## src/design/dma_pkg.sv

```systemverilog
package dma_pkg;

  // --------------------
  // Data path
  // --------------------
  localparam int DATA_W  = 64;               // Bits per data word
  localparam int BYTES_W = 8;                // Byte lanes per word, lane 0 is the LSB
  localparam int OFS_W   = 3;                // Byte offset inside a word

  // --------------------
  // Addresses and lengths
  // --------------------
  localparam int ADDR_W = 16;                // Byte address
  localparam int WADR_W = ADDR_W - OFS_W;    // Word address, byte address divided by 8
  localparam int LEN_W  = 12;                // Byte length, 1 to 4095
  localparam int WCNT_W = LEN_W - 2;         // Word counts up to 513

  // Byte A sits in word A / 8 and lane A % 8, so word counts
  // come from (offset + len + 7) / 8

  // --------------------
  // Configuration bus
  // --------------------
  localparam int CFG_W = 32;

  localparam logic [1:0] REG_SRC  = 2'd0;    // Source byte address
  localparam logic [1:0] REG_DST  = 2'd1;    // Destination byte address
  localparam logic [1:0] REG_LEN  = 2'd2;    // Length in bytes
  localparam logic [1:0] REG_CTRL = 2'd3;    // Go on write, busy and done on read

endpackage

```

## src/design/dma_aligner.sv

```systemverilog
module dma_aligner #(
  parameter bit UP = 1'b1                    // 1 aligns upward to lane 0, 0 shifts to dst offset
) (
  input  logic                        clk,
  input  logic                        rst_n,
  input  logic                        start,
  input  logic [dma_pkg::OFS_W-1:0]   src_addr,
  input  logic [dma_pkg::OFS_W-1:0]   dst_addr,
  input  logic [dma_pkg::DATA_W-1:0]  datai,
  input  logic                        datai_en,
  input  logic                        datai_last,
  output logic [dma_pkg::DATA_W-1:0]  datao,
  output logic                        datao_en
);
  import dma_pkg::*;

  logic [OFS_W-1:0]    rot_next;             // Rotation for the coming copy
  logic [OFS_W-1:0]    align_rot;            // Bytes to rotate left
  logic [DATA_W-1:0]   align_mask;           // Set lanes come from the current word
  logic                first_is_merged;      // First word waits for its partner
  logic                last;                 // Final input captured, flush from here on
  logic [2*DATA_W-1:0] data_dbl;
  logic [DATA_W-1:0]   data_rot;
  logic [DATA_W-1:0]   data_rot_1t;          // Previous rotated word

  // Upward undoes the source offset, downward applies the destination offset
  assign rot_next = UP ? (3'd0 - src_addr) : dst_addr;

  // --------------------
  // Byte rotation
  // --------------------
  // Doubled word shifted left, upper half is the rotated word
  assign data_dbl = {datai, datai} << {align_rot, 3'b000};
  assign data_rot = data_dbl[2*DATA_W-1:DATA_W];

  // --------------------
  // Setup and last state
  // --------------------
  always_ff @(posedge clk or negedge rst_n)
  begin
    if (!rst_n)
    begin
      align_rot       <= '0;
      align_mask      <= '0;
      first_is_merged <= 1'b0;
      last            <= 1'b0;
    end
    else if (start)
    begin
      align_rot  <= rot_next;
      align_mask <= {DATA_W{1'b1}} << {rot_next, 3'b000};  // Lanes at rot and up
      // Nonzero source offset needs two words for the first output
      first_is_merged <= UP && (src_addr != '0);
      last            <= 1'b0;
    end
    else if (datai_en && !last)
    begin
      first_is_merged <= 1'b0;
      if (datai_last)
        last <= 1'b1;                          // Held until the next start
    end
  end

  // Merge buffer, frozen once the last word is in
  always_ff @(posedge clk)
  begin
    if (datai_en && !last)
      data_rot_1t <= data_rot;
  end

  // --------------------
  // Merge
  // --------------------
  // Low lanes from the previous word, high lanes from the current one
  assign datao = (data_rot_1t & ~align_mask) | (data_rot & align_mask);

  // Flush steps pass on last, the first step is swallowed when merging
  assign datao_en = datai_en && (last || !first_is_merged);

endmodule

```

## src/design/dma_copy_top.sv

```systemverilog
module dma_copy_top (
  input  logic                         clk,
  input  logic                         rst_n,
  input  logic                         cfg_cyc,
  input  logic                         cfg_stb,
  input  logic                         cfg_we,
  input  logic [1:0]                   cfg_adr,
  input  logic [dma_pkg::CFG_W-1:0]    cfg_dat_i,
  output logic [dma_pkg::CFG_W-1:0]    cfg_dat_o,
  output logic                         cfg_ack,
  output logic                         src_cyc,
  output logic                         src_stb,
  output logic [dma_pkg::WADR_W-1:0]   src_adr,
  input  logic [dma_pkg::DATA_W-1:0]   src_dat_i,
  input  logic                         src_ack,
  output logic                         dst_cyc,
  output logic                         dst_stb,
  output logic                         dst_we,
  output logic [dma_pkg::WADR_W-1:0]   dst_adr,
  output logic [dma_pkg::BYTES_W-1:0]  dst_sel,
  output logic [dma_pkg::DATA_W-1:0]   dst_dat_o,
  input  logic                         dst_ack,
  output logic                         done
);
  import dma_pkg::*;

  logic              start;
  logic [ADDR_W-1:0] src_addr;
  logic [ADDR_W-1:0] dst_addr;
  logic [LEN_W-1:0]  len;
  logic              busy;
  logic              store_ready;
  logic              store_done;
  logic [DATA_W-1:0] up_din;                 // Source word into the chain
  logic              up_en;
  logic              up_last;
  logic [DATA_W-1:0] up_dout;                // Word aligned stream
  logic              up_dout_en;
  logic              dn_last;
  logic [DATA_W-1:0] dn_dout;                // Shifted to the dst offset
  logic              dn_en;

  // --------------------
  // Control and source side
  // --------------------
  dma_regs regs_i (
    .clk, .rst_n, .cfg_cyc, .cfg_stb, .cfg_we, .cfg_adr, .cfg_dat_i, .cfg_dat_o, .cfg_ack,
    .busy, .store_done, .start, .src_addr, .dst_addr, .len, .done
  );

  dma_fetch fetch_i (
    .clk, .rst_n, .start, .src_addr, .len, .src_cyc, .src_stb, .src_adr, .src_dat_i,
    .src_ack, .store_ready, .store_done, .up_din, .up_en, .up_last, .dn_last, .busy
  );

  // --------------------
  // Aligner chain
  // --------------------
  dma_aligner #(.UP(1'b1)) up_aligner_i (
    .clk, .rst_n, .start,
    .src_addr(src_addr[OFS_W-1:0]), .dst_addr(dst_addr[OFS_W-1:0]),
    .datai(up_din), .datai_en(up_en), .datai_last(up_last),
    .datao(up_dout), .datao_en(up_dout_en)
  );

  dma_aligner #(.UP(1'b0)) dn_aligner_i (
    .clk, .rst_n, .start,
    .src_addr(src_addr[OFS_W-1:0]), .dst_addr(dst_addr[OFS_W-1:0]),
    .datai(up_dout), .datai_en(up_dout_en), .datai_last(dn_last),
    .datao(dn_dout), .datao_en(dn_en)
  );

  // Destination side
  dma_store store_i (
    .clk, .rst_n, .start, .dst_addr, .len, .dn_dout, .dn_en, .store_ready, .store_done,
    .dst_cyc, .dst_stb, .dst_we, .dst_adr, .dst_sel, .dst_dat_o, .dst_ack
  );

endmodule

```

## src/design/dma_fetch.sv

```systemverilog
module dma_fetch (
  input  logic                        clk,
  input  logic                        rst_n,
  input  logic                        start,
  input  logic [dma_pkg::ADDR_W-1:0]  src_addr,
  input  logic [dma_pkg::LEN_W-1:0]   len,
  output logic                        src_cyc,
  output logic                        src_stb,
  output logic [dma_pkg::WADR_W-1:0]  src_adr,
  input  logic [dma_pkg::DATA_W-1:0]  src_dat_i,
  input  logic                        src_ack,
  input  logic                        store_ready,
  input  logic                        store_done,
  output logic [dma_pkg::DATA_W-1:0]  up_din,
  output logic                        up_en,
  output logic                        up_last,
  output logic                        dn_last,
  output logic                        busy
);
  import dma_pkg::*;

  typedef enum logic [1:0] {S_IDLE, S_STEP, S_READ, S_FLUSH} state_t;

  state_t            state;
  logic [LEN_W:0]    src_span;               // Offset + len + 7
  logic [LEN_W:0]    mid_span;               // len + 7
  logic [WCNT_W-1:0] n_src;                  // Source words touched
  logic [WCNT_W-1:0] n_mid;                  // Aligned words in the stream
  logic [WCNT_W-1:0] rd_cnt;                 // Source words acknowledged
  logic [WCNT_W-1:0] out_cnt;                // Words out of the upward aligner
  logic              merge_first;            // Upward aligner swallows step one
  logic              first_step;
  logic              delivered;

  assign src_span = {1'b0, len} + src_addr[OFS_W-1:0] + (LEN_W+1)'(7);
  assign mid_span = {1'b0, len} + (LEN_W+1)'(7);

  // --------------------
  // Step generation
  // --------------------
  assign up_din    = src_dat_i;               // Read data goes straight in
  assign up_en     = ((state == S_READ) && src_ack) || ((state == S_FLUSH) && store_ready);
  assign up_last   = (state == S_READ) && src_ack && (rd_cnt == n_src - 1'b1);
  assign delivered = up_en && !(first_step && merge_first);
  assign dn_last   = delivered && (out_cnt == n_mid - 1'b1);  // N_mid-th aligned word
  assign busy      = (state != S_IDLE);

  // --------------------
  // Sequencer
  // --------------------
  always_ff @(posedge clk or negedge rst_n)
  begin
    if (!rst_n)
    begin
      state       <= S_IDLE;
      src_cyc     <= 1'b0;
      src_stb     <= 1'b0;
      src_adr     <= '0;
      n_src       <= '0;
      n_mid       <= '0;
      rd_cnt      <= '0;
      out_cnt     <= '0;
      merge_first <= 1'b0;
      first_step  <= 1'b0;
    end
    else
    begin
      if (up_en)
        first_step <= 1'b0;
      if (delivered)
        out_cnt <= out_cnt + 1'b1;
      case (state)
        S_IDLE:
        begin
          if (start)
          begin
            n_src       <= src_span[LEN_W:OFS_W];
            n_mid       <= mid_span[LEN_W:OFS_W];
            merge_first <= (src_addr[OFS_W-1:0] != '0);
            src_adr     <= src_addr[ADDR_W-1:OFS_W];
            rd_cnt      <= '0;
            out_cnt     <= '0;
            first_step  <= 1'b1;
            state       <= S_STEP;
          end
        end
        S_STEP:                              // Wait for room in the store
        begin
          if (store_done)
            state <= S_IDLE;
          else if (store_ready)
          begin
            if (rd_cnt != n_src)
            begin
              src_cyc <= 1'b1;
              src_stb <= 1'b1;
              state   <= S_READ;
            end
            else
              state <= S_FLUSH;
          end
        end
        S_READ:                              // Step taken on the ack
        begin
          if (src_ack)
          begin
            src_cyc <= 1'b0;
            src_stb <= 1'b0;
            src_adr <= src_adr + 1'b1;
            rd_cnt  <= rd_cnt + 1'b1;
            state   <= S_STEP;
          end
        end
        default:                             // Flush until the store is done
        begin
          if (store_done)
            state <= S_IDLE;
        end
      endcase
    end
  end

endmodule

```

## src/design/dma_regs.sv

```systemverilog
module dma_regs (
  input  logic                        clk,
  input  logic                        rst_n,
  input  logic                        cfg_cyc,
  input  logic                        cfg_stb,
  input  logic                        cfg_we,
  input  logic [1:0]                  cfg_adr,
  input  logic [dma_pkg::CFG_W-1:0]   cfg_dat_i,
  output logic [dma_pkg::CFG_W-1:0]   cfg_dat_o,
  output logic                        cfg_ack,
  input  logic                        busy,
  input  logic                        store_done,
  output logic                        start,
  output logic [dma_pkg::ADDR_W-1:0]  src_addr,
  output logic [dma_pkg::ADDR_W-1:0]  dst_addr,
  output logic [dma_pkg::LEN_W-1:0]   len,
  output logic                        done
);
  import dma_pkg::*;

  logic wr;                                  // Write completing this cycle
  logic go;                                  // Accepted go bit

  assign wr = cfg_ack && cfg_cyc && cfg_stb && cfg_we;
  assign go = wr && (cfg_adr == REG_CTRL) && cfg_dat_i[0] && !busy && !start;

  // --------------------
  // Bus handshake
  // --------------------
  always_ff @(posedge clk or negedge rst_n)
  begin
    if (!rst_n)
      cfg_ack <= 1'b0;
    else
      cfg_ack <= cfg_cyc && cfg_stb && !cfg_ack;  // Single cycle, one after stb
  end

  // --------------------
  // Setup and status
  // --------------------
  always_ff @(posedge clk or negedge rst_n)
  begin
    if (!rst_n)
    begin
      src_addr <= '0;
      dst_addr <= '0;
      len      <= '0;
      start    <= 1'b0;
      done     <= 1'b0;
    end
    else
    begin
      start <= go;                           // One cycle after the acked write
      if (wr && !busy)                       // Frozen during a copy
      begin
        case (cfg_adr)
          REG_SRC: src_addr <= cfg_dat_i[ADDR_W-1:0];
          REG_DST: dst_addr <= cfg_dat_i[ADDR_W-1:0];
          REG_LEN: len      <= cfg_dat_i[LEN_W-1:0];
          default: ;                         // Control handled by go
        endcase
      end
      if (store_done)
        done <= 1'b1;
      else if (go)
        done <= 1'b0;
    end
  end

  // Read mux, valid while ack is high
  always_comb
  begin
    case (cfg_adr)
      REG_SRC: cfg_dat_o = CFG_W'(src_addr);
      REG_DST: cfg_dat_o = CFG_W'(dst_addr);
      REG_LEN: cfg_dat_o = CFG_W'(len);
      default: cfg_dat_o = CFG_W'({done, busy});
    endcase
  end

endmodule

```

## src/design/dma_store.sv

```systemverilog
module dma_store (
  input  logic                         clk,
  input  logic                         rst_n,
  input  logic                         start,
  input  logic [dma_pkg::ADDR_W-1:0]   dst_addr,
  input  logic [dma_pkg::LEN_W-1:0]    len,
  input  logic [dma_pkg::DATA_W-1:0]   dn_dout,
  input  logic                         dn_en,
  output logic                         store_ready,
  output logic                         store_done,
  output logic                         dst_cyc,
  output logic                         dst_stb,
  output logic                         dst_we,
  output logic [dma_pkg::WADR_W-1:0]   dst_adr,
  output logic [dma_pkg::BYTES_W-1:0]  dst_sel,
  output logic [dma_pkg::DATA_W-1:0]   dst_dat_o,
  input  logic                         dst_ack
);
  import dma_pkg::*;

  logic [LEN_W:0]     dst_span;              // Offset + len + 7
  logic [OFS_W-1:0]   end_lane;              // Lane of the final byte
  logic [WCNT_W-1:0]  n_dst;                 // Destination words touched
  logic [WCNT_W-1:0]  wr_cnt;                // Words captured so far
  logic [BYTES_W-1:0] head_sel;              // Lanes from the dst offset up
  logic [BYTES_W-1:0] tail_sel;              // Lanes up to the final byte
  logic [BYTES_W-1:0] sel_next;
  logic               active;
  logic               take;                  // Word captured this cycle

  assign dst_span = {1'b0, len} + dst_addr[OFS_W-1:0] + (LEN_W+1)'(7);
  assign end_lane = dst_addr[OFS_W-1:0] + len[OFS_W-1:0] - 1'b1;  // Wraps in 3 bits

  assign dst_we      = 1'b1;                 // Write-only port
  assign store_ready = active && !dst_cyc && (wr_cnt != n_dst);
  assign take        = dn_en && store_ready;

  // Both limits apply at once when the copy fits in one word
  always_comb
  begin
    sel_next = {BYTES_W{1'b1}};
    if (wr_cnt == '0)
      sel_next = sel_next & head_sel;
    if (wr_cnt == n_dst - 1'b1)
      sel_next = sel_next & tail_sel;
  end

  // --------------------
  // Control
  // --------------------
  always_ff @(posedge clk or negedge rst_n)
  begin
    if (!rst_n)
    begin
      active     <= 1'b0;
      dst_cyc    <= 1'b0;
      dst_stb    <= 1'b0;
      wr_cnt     <= '0;
      n_dst      <= '0;
      head_sel   <= '0;
      tail_sel   <= '0;
      store_done <= 1'b0;
    end
    else
    begin
      store_done <= 1'b0;
      if (start)
      begin
        active   <= 1'b1;
        wr_cnt   <= '0;
        n_dst    <= dst_span[LEN_W:OFS_W];
        head_sel <= {BYTES_W{1'b1}} << dst_addr[OFS_W-1:0];
        tail_sel <= {BYTES_W{1'b1}} >> (3'd7 - end_lane);
      end
      else if (take)
      begin
        dst_cyc <= 1'b1;                     // On the bus next cycle
        dst_stb <= 1'b1;
        wr_cnt  <= wr_cnt + 1'b1;
      end
      else if (dst_cyc && dst_ack)
      begin
        dst_cyc <= 1'b0;
        dst_stb <= 1'b0;
        if (wr_cnt == n_dst)                 // Final word written
        begin
          active     <= 1'b0;
          store_done <= 1'b1;
        end
      end
    end
  end

  // Holding register and address pointer
  always_ff @(posedge clk)
  begin
    if (start)
      dst_adr <= dst_addr[ADDR_W-1:OFS_W];
    else if (dst_cyc && dst_ack)
      dst_adr <= dst_adr + 1'b1;
    if (take)
    begin
      dst_dat_o <= dn_dout;
      dst_sel   <= sel_next;
    end
  end

endmodule

```

## config.mk

```make
export PLATFORM = sky130hd
export DESIGN_NAME = dma_copy_top
export DESIGN_NICKNAME = d
export VERILOG_FILES = /design/src/design/dma_pkg.sv /design/src/design/dma_aligner.sv /design/src/design/dma_copy_top.sv /design/src/design/dma_fetch.sv /design/src/design/dma_regs.sv /design/src/design/dma_store.sv
export SDC_FILE = /design/constraint.sdc
export NUM_CORES = 1
export LEC_CHECK = 0
export ABC_AREA = 1
export BUFFER_PORTS_ARGS = -buffer_cell sky130_fd_sc_hd__buf_4
export CAP_MARGIN = 20
export CORE_AREA = 2 2 203 285
export DETAILED_ROUTE_END_ITERATION = 16
export DIE_AREA = 0 0 205 287
export PLACE_DENSITY = 0.63
export SETUP_SLACK_MARGIN = 0.5
export SYNTH_ARGS = -nofsm -noshare
export SYNTH_HDL_FRONTEND = slang
export SYNTH_SLANG_ARGS = --single-unit
```

## constraint.sdc

```tcl
create_clock -name clk -period 6.2 [get_ports clk]
set_input_delay 0 -clock clk [delete_from_list [all_inputs] [get_ports clk]]
set_output_delay 0 -clock clk [all_outputs]
set_load 0.03 [all_outputs]
```

==> results.md, run 1 <==
* Status: finished clean
* Tmin final at 4.09 ns
* Drt pass-1 iters at 6
* Ports at 242
* Final Max Tran Viols at 0
* Final Hold Fails at 0
* WL/cell at 18.6 um
* Cell Area, Synth at 22300 um2
* Fin area at 27800 um2
* Via count at 21.5k
* Worst-path maximum fanout at 65
* Drt drc at 0
* Largest net degree at the start of global routing at 92
* Core area at 56200 um2
* CTS root buf: clkbuf_16
* Setup_tns at 0 ns
* Vias per cell at 5.42
* Worst vdd rail ir drop at 0.182 mV
* Yosys warning total at 0
* Total power at 5460 uW
* Die Span X at 205 um
* Sinks on Clock Net at 372
* Count of distinct cell types in the synthesized netlist at 54
* Routability cong. at 0.914
* Synthesized area per cell at 7.77 um2
* Share of cells above drive strength 1 at 13.2%
* Detailed Route Iter0 Violations at 1519
* # nets final at 3335
* Crit path kind: flop to flop
* Leading register cell type out of synthesis: edfxtp_1
* #FFs+latches synth at 372
* CTS tree: yes
* Startpoint Class: flop
* Max-cap violations at 0
* Drt total wl at 73.9 mm
* Synth cell count leaders: 848 x nand2_1, 705 x nand3_1, 213 x edfxtp_1
* Worst-Skew Late Latency at 0.58 ns
* Final setup viols at 0
* Req. time, crit path at 6.52 ns
* Crit path capture type: flop
* CP delay by family, top: buffers and inverters
* Filler cell count in the final layout at 5293
* Worst Skew at 0.0147 ns
* CTS resizes at 0
* Sequential share of the synthesized area at 46.6%
* Hold/Removal Path Class: input port to asynchronous set/reset pin
* Fin crit share at 66.0%
* Die area at 58800 um2
* CTS Buf Count at 41
* ANT nets after route at 0
* Global Route Usage Sum at 25.3%
* H-Tree Level Count at 2
* P_leak at 0.0123 uW
* Synth top area share at 28.7%
* First-pass GRT wire length at 116 mm
* Vias in the first global route at 21.4k
* WP data arrival at 4.42 ns
* Hold WS at 0.0334 ns
* Area leader, netlist: edfxtp_1
* # port buffers at 208
* Area growth from synthesis to layout at 24.8%
* Num rows at 103
* Placed cell area at 24200 um2
* Worst Tran Pin Value at 1.06 ns
* Unrepaired setup endpoints after global routing: no
* Slowest stage cell, crit path: dlygate4sd3_1
* Pwr per Cell Area at 197 nW/um2
* Longest Clk Path Bufs at 3
* Register clock-pin slew on the reported worst setup and hold paths at 0.06 ns
* Gr ovfl total at 0
* Fmax at 244 MHz
* Die height at 287 um
* Initial antenna violation count at 2
* Asr flop ratio synth at 42.7%
* Crit path largest cell delay at 0.64 ns
* Crit-path cells: buf_4, inv_2, nand2_1, nand3_1, dlygate4sd3_1, nand3_1, dlygate4sd3_1, nand2_1, dlygate4sd3_1
* Mapped Cells at 2865
* Synth top area cells: edfxtp_1 29%, dfrtp_1 18%, nand3_1 16%
* Hpwl dp at 51.9 mm
* Count leader, synth: nand2_1
* Slew margin rel. at 29.5%
* Starting density of the core at 39.6%
* Most Frequent Cell on Critical Path: dlygate4sd3_1
* EDFF count, synth at 213
* Crit path buffers/inverters at 5
[worst paths after layout]
check	end	depth (start not counted)	slack, ns	from
max in group asynchronous	up_aligner_i.align_rot[2]	3	4.62	rst_n
hold reg to reg	regs_i.cfg_ack	1	0.46	regs_i.cfg_ack
hold / removal	fetch_i.rd_cnt[7]	2	0.03	rst_n
min in group clk	up_aligner_i.data_rot_1t[3]	5	0.03	src_dat_i[3]
setup reg to reg	up_aligner_i.data_rot_1t[13]	9	2.11	up_aligner_i.align_rot[0]
setup / recovery	up_aligner_i.data_rot_1t[13]	9	2.11	up_aligner_i.align_rot[0]
[cells by family (layout without fill, tap and decap cells)]
group / count (synthesis) / count (layout) / synth area share (%)
compound gates: 226 / 226 / 5.76
xor+xnor: 46 / 46 / 1.81
fa+ha+maj: 25 / 25 / 1.41
buf+inv: 340 / 697 / 6.52
flops: 372 / 372 / 46.6
other cells: 2 / 19 / 0.0338
simple gates: 1854 / 1854 / 37.8
[layout make-up]
class / count / area [um2] / share of cell area [%]
Multi-Input combinational cell: 2168 / 10500 / 37.8
Sequential cell: 372 / 10400 / 37.4
Timing Repair Buffer: 435 / 3860 / 13.9
Clock buffer: 51 / 1140 / 4.09
Tap cell: 735 / 920 / 3.31
Inverter: 187 / 702 / 2.53
Clock inverter: 24 / 280 / 1.01
Antenna cell: 2 / 5.00 / 0.0180
[per-stage QoR]
step	setup WS [ns]	util, %	instances
finish	2.11	49.4	3974
global route	1.88	49.4	3974
CTS	2.24	49.2	3966
detailed placement	2.55	43.0	3685
global placement	2.67	43.0	3685
floorplan	1.91	-	2880
[power by group]
group | switching, uW | internal, uW | leakage, uW
clock network | 1080 | 1520 | 0.000695
registers | 0.282 | 2600 | 0.00404
logic | 129 | 127 | 0.00756
total | 1210 | 4250 | 0.0123
[cells in the final DEF, fill, tap and decap left out, drive strengths merged, types with 4 or more instances in the layout]
cell         instances
nor3                20
nor2               106
clkinv              26
a31oi                4
nand2              859
o21a                 6
nand3b               5
nand4               13
o211ai               6
inv                178
buf                229
o21ai              141
nand3              708
edfxtp             213
conb                17
xnor2               19
or2                 70
o22ai               15
xor2                27
ha                  25
and2                66
clkbuf              51
dfrtp              159
dlygate4sd3        206
o221ai               6
bufinv               5
a21oi               34
[timing repair]
| action | 4_1_cts | 5_1_grt |
|---|---|---|
| endpoints found under the setup margin | 0 | 0 |
| buffers inserted | 0 | 0 |
| hold buffers | 206 | 0 |
| endpoints found under the hold margin | 210 | 0 |
[sequential cells by signal, indices dropped and copies added, names as in the netlist, 12 cells and up]
register	flops
dn_aligner_i.data_rot_1t	64
fetch_i.src_adr	13
regs_i.dst_addr	16
regs_i.len	12
regs_i.src_addr	16
store_i.dst_adr	13
store_i.dst_dat_o	64
up_aligner_i.data_rot_1t	64
[routing by layer]
| metal | share of wire [%] | wire (um) | track usage (%) | vias to the layer above |
|---|---|---|---|---|
| li1 | - | - | - | 10307 |
| met1 | 37 | 27300 | 28.0 | 10199 |
| met2 | 51 | 37700 | 45.8 | 811 |
| met3 | 5.8 | 4260 | 3.71 | 216 |
| met4 | 6.4 | 4710 | 14.7 | 0 |
| met5 | 0 | 0 | 0 | - |
[worst reg2reg max path, delay by kind of cell (launching register included)]
kind,cells,cell delay (ns)
buf+inv,5,2.93
simple gates,4,0.59
flops,1,0.33
(Power assumes the default switching activity.)
==> run 2, diff against run 1 <==
ABC_AREA = 0   (was 1)
CORE_AREA = 2 2 217 305   (was 2 2 203 285)
DIE_AREA = 0 0 219 307   (was 0 0 205 287)
clock period = 3.9 ns   (was 6.2 ns; I/O delays follow)
==> run 2 against run 1 <==
Largest cell class unchanged. Combinational power rose to 11 times the previous value. Critical endpoint is now store_i.dst_dat_o[43]. Worst hold slack worse by 0.0036 ns. Core utilization down 1.8 points.
==> results.md, run 2 <==
* Status: finished clean
* Crit-path cells: nand2b_2, buf_4, o22ai_1, nor2_2, buf_4, o221ai_1, nor4_2, buf_4, mux2_2
* Post-CTS setup buffers at 0 (unchanged)
* Cell Count, Final, Fillers Out at 3870 (-2.6%)
* FF-to-FF End: store_i.dst_dat_o[43]
* Asr flop ratio synth at 42.7% (unchanged)
* Reg area at 10400 um2 (about the same)
* Hpwl dp at 88.4 mm (+70%)
* Slew margin rel. at 28.2% (-1.3 points)
* P_leak at 0.0115 uW (-6.7%)
* Die area at 67200 um2 (+14%)
* Count leader, synth: o22ai_1
* Mapped Cells at 2705 (-5.6%)
* Final Max Tran Viols at 0 (unchanged)
* Register clock-pin slew on the reported worst setup and hold paths at 0.07 ns (about the same)
* Count of distinct cell types in the synthesized netlist at 80 (+48%)
* ANT nets after route at 0 (unchanged)
* Depth of the most critical reg-to-reg path at 9 (unchanged)
* Fin area at 30800 um2 (+11%)
* Synthesized area per cell at 9.47 um2 (+22%)
* Worst-Skew Late Latency at 0.61 ns (+0.03 ns)
* Drt pass-1 iters at 9 (+3)
* Post-Place Cells at 3770 (+2.3%)
* Core area at 64700 um2 (+15%)
* Gr ovfl total at 0 (unchanged)
* # nets final at 3121 (-6.4%)
* Tmin final at 3.41 ns (-0.686 ns)
* Cell Area, Synth at 25600 um2 (+15%)
* Pwr per Cell Area at 390 nW/um2 (+98%)
* Crit path kind: flop to flop
* Leading register cell type out of synthesis: edfxtp_1
* Largest net degree at the start of global routing at 92 (unchanged)
* Worst Tran Pin Value at 1.08 ns (+0.0214 ns)
* Initial antenna violation count at 1 (-1)
* Via count at 25.3k (+17%)
* WL/cell at 30.2 um (+62%)
* Req. time, crit path at 4.38 ns (-2.14 ns)
* Share of cells above drive strength 1 at 29.0% (+16 points)
* Worst Skew at 0.0457 ns (+0.0310 ns)
* Starting density of the core at 39.6% (about the same)
* Placed cell area at 29200 um2 (+21%)
* Num rows at 111 (+7.8%)
* Final worst setup slack at 0.493 ns (-1.61 ns)
* Worst-path maximum fanout at 22 (-66%)
* Yosys warning total at 0 (unchanged)
* Vias per cell at 6.52 (+20%)
* CTS tree: yes
* Unrepaired setup endpoints after global routing: no
* Longest Clk Path Bufs at 3 (unchanged)
* Fin crit share at 87.4% (+21 points)
* Top Registers: dn_aligner_i.data_rot_1t (64), store_i.dst_dat_o (64), up_aligner_i.data_rot_1t (64)
* Final Hold Fails at 0 (unchanged)
* Critical R2R Launch: up_aligner_i.align_rot[1]
* Synth top area share at 25.0% (-3.8 points)
* Worst vdd rail ir drop at 0.360 mV (+98%)
* Die height at 307 um (+7.0%)
* Global Route Usage Sum at 33.9% (+8.6 points)
* Setup_tns at 0 ns (unchanged)
* Crit path buffers/inverters at 3 (-2)
* First-pass GRT wire length at 166 mm (+43%)
* Synth cell count leaders: 324 x o22ai_1, 282 x nor2_1, 213 x edfxtp_1
* Die Span X at 219 um (+6.8%)
* Ports at 242 (unchanged)
* Routability cong. at 1.04 (+14%)
* Detailed Route Iter0 Violations at 3061 (+100%)
* Reg2reg setup slack at 0.49 ns (-1.61 ns)
* Sequential share of the synthesized area at 40.5% (-6.1 points)
* Filler cell count in the final layout at 6138 (+16%)
* # port buffers at 208 (unchanged)
* Most frequent cells in the layout: 421 x buf_4, 324 x o22ai_1, 281 x nor2_1
* Area growth from synthesis to layout at 20.3%
* Most Frequent Cell on Critical Path: buf_4
* Synth top area cells: edfxtp_1 25%, dfrtp_1 16%, o22ai_1 7.9%
* Slowest stage cell, crit path: nor4_2
* H-Tree Level Count at 2 (unchanged)
* Final setup viols at 0 (unchanged)
* Crit path largest cell delay at 0.71 ns (+0.07 ns)
* Crit path capture type: flop
* WP data arrival at 3.89 ns (-0.53 ns)
* CTS Buf Count at 40 (-2.4%)
* Sinks on Clock Net at 372 (unchanged)
* EDFF count, synth at 213 (unchanged)
* #FFs+latches synth at 372 (unchanged)
* CTS root buf: clkbuf_16
* Startpoint Class: flop
* Commonest non-fill, non-tap cell in the layout: buf_4
* Pre-CTS WS at 0.605 ns (-1.95 ns)
* CP delay by family, top: simple AND/OR/NAND/NOR gates
* Area of the multi-input gates at 14000 um2 (+34%)
* Area leader, netlist: edfxtp_1
* Hold/Removal Path Class: input port to asynchronous set/reset pin
* Drt drc at 0 (unchanged)
* Fmax at 293 MHz (+20%)
* Vias in the first global route at 24.4k (+14%)
* Max-cap violations at 0 (unchanged)
* Drt total wl at 117 mm (+58%)
## run 2: what timing repair did
item,CTS,global route
resized for setup,0,2
setup endpoints to repair,0,2
hold buffers,26,0
hold endpoints to repair,145,0
## run 2: cell families after synthesis
logic type | count (synthesis) | share of synthesized area, %
xor+xnor | 98 | 3.41
simple gates | 810 | 16.9
compound gates | 910 | 23.7
other cells | 2 | 0.0293
buf+inv | 288 | 5.20
fa+ha+maj | 25 | 1.22
flops | 372 | 40.5
mux | 200 | 9.03
## run 2: how the worst max path moves through the flow
stage                                    from                           to  slack (ns)  cells after the start
floorplan                   store_i.wr_cnt[3]  dn_aligner_i.data_rot_1t[0]        0.47                      6
CTS                 up_aligner_i.align_rot[1]        store_i.dst_dat_o[11]        0.58                      7
global route        up_aligner_i.align_rot[2]        store_i.dst_dat_o[22]        0.50                      7
global placement    up_aligner_i.align_rot[1]        store_i.dst_dat_o[11]        0.62                      7
finish              up_aligner_i.align_rot[1]        store_i.dst_dat_o[43]        0.49                      9
detailed placement  up_aligner_i.align_rot[1]        store_i.dst_dat_o[11]        0.60                      7
## run 2: layer usage
| layer | global-route usage (%) | vias to the layer above | share of wire (%) |
|---|---|---|---|
| met5 | 0 | - | 0.012 |
| met4 | 25.5 | 2 | 8.9 |
| met3 | 6.66 | 381 | 7.9 |
| met2 | 55.4 | 1492 | 47 |
| met1 | 39.2 | 12386 | 36 |
| li1 | - | 10989 | - |
## run 2: worst reg2reg max path: stages (launching register included)
cell and delay (ns):
dfrtp_1 0.53, nand2b_2 0.51, buf_4 0.25, o22ai_1 0.11
nor2_2 0.45, buf_4 0.22, o221ai_1 0.13, nor4_2 0.71
buf_4 0.23, mux2_2 0.14
## run 2: area by class of cell
cell class | instances | share of cell area (%)
inverters | 50 | 0.609
diodes | 3 | 0.0244
well taps | 847 | 3.44
clock buffers | 47 | 3.51
flip-flops and latches | 372 | 33.7
clock inverters | 24 | 0.877
repair buffers | 467 | 12.4
multi-input cells | 2060 | 45.5
## run 2: where the power goes
group	total [uW]	leakage [uW]	internal, uW	switching, uW
Clock	4020	0.000633	2270	1750
Sequential	5060	0.00403	4720	346
Combinational	2930	0.00680	973	1960
Total	12000	0.0115	7960	4060
## run 2: stage by stage
step	hold slack (ns)	power [uW]	utilization, %
2_1_floorplan	-0.296	6850	-
3_3_place_gp	0.126	7980	45.1
3_5_place_dp	0.132	8040	45.1
4_1_cts	0.0721	12100	47.6
5_1_grt	0.0873	12400	47.6
6_report	0.0298	12000	47.6
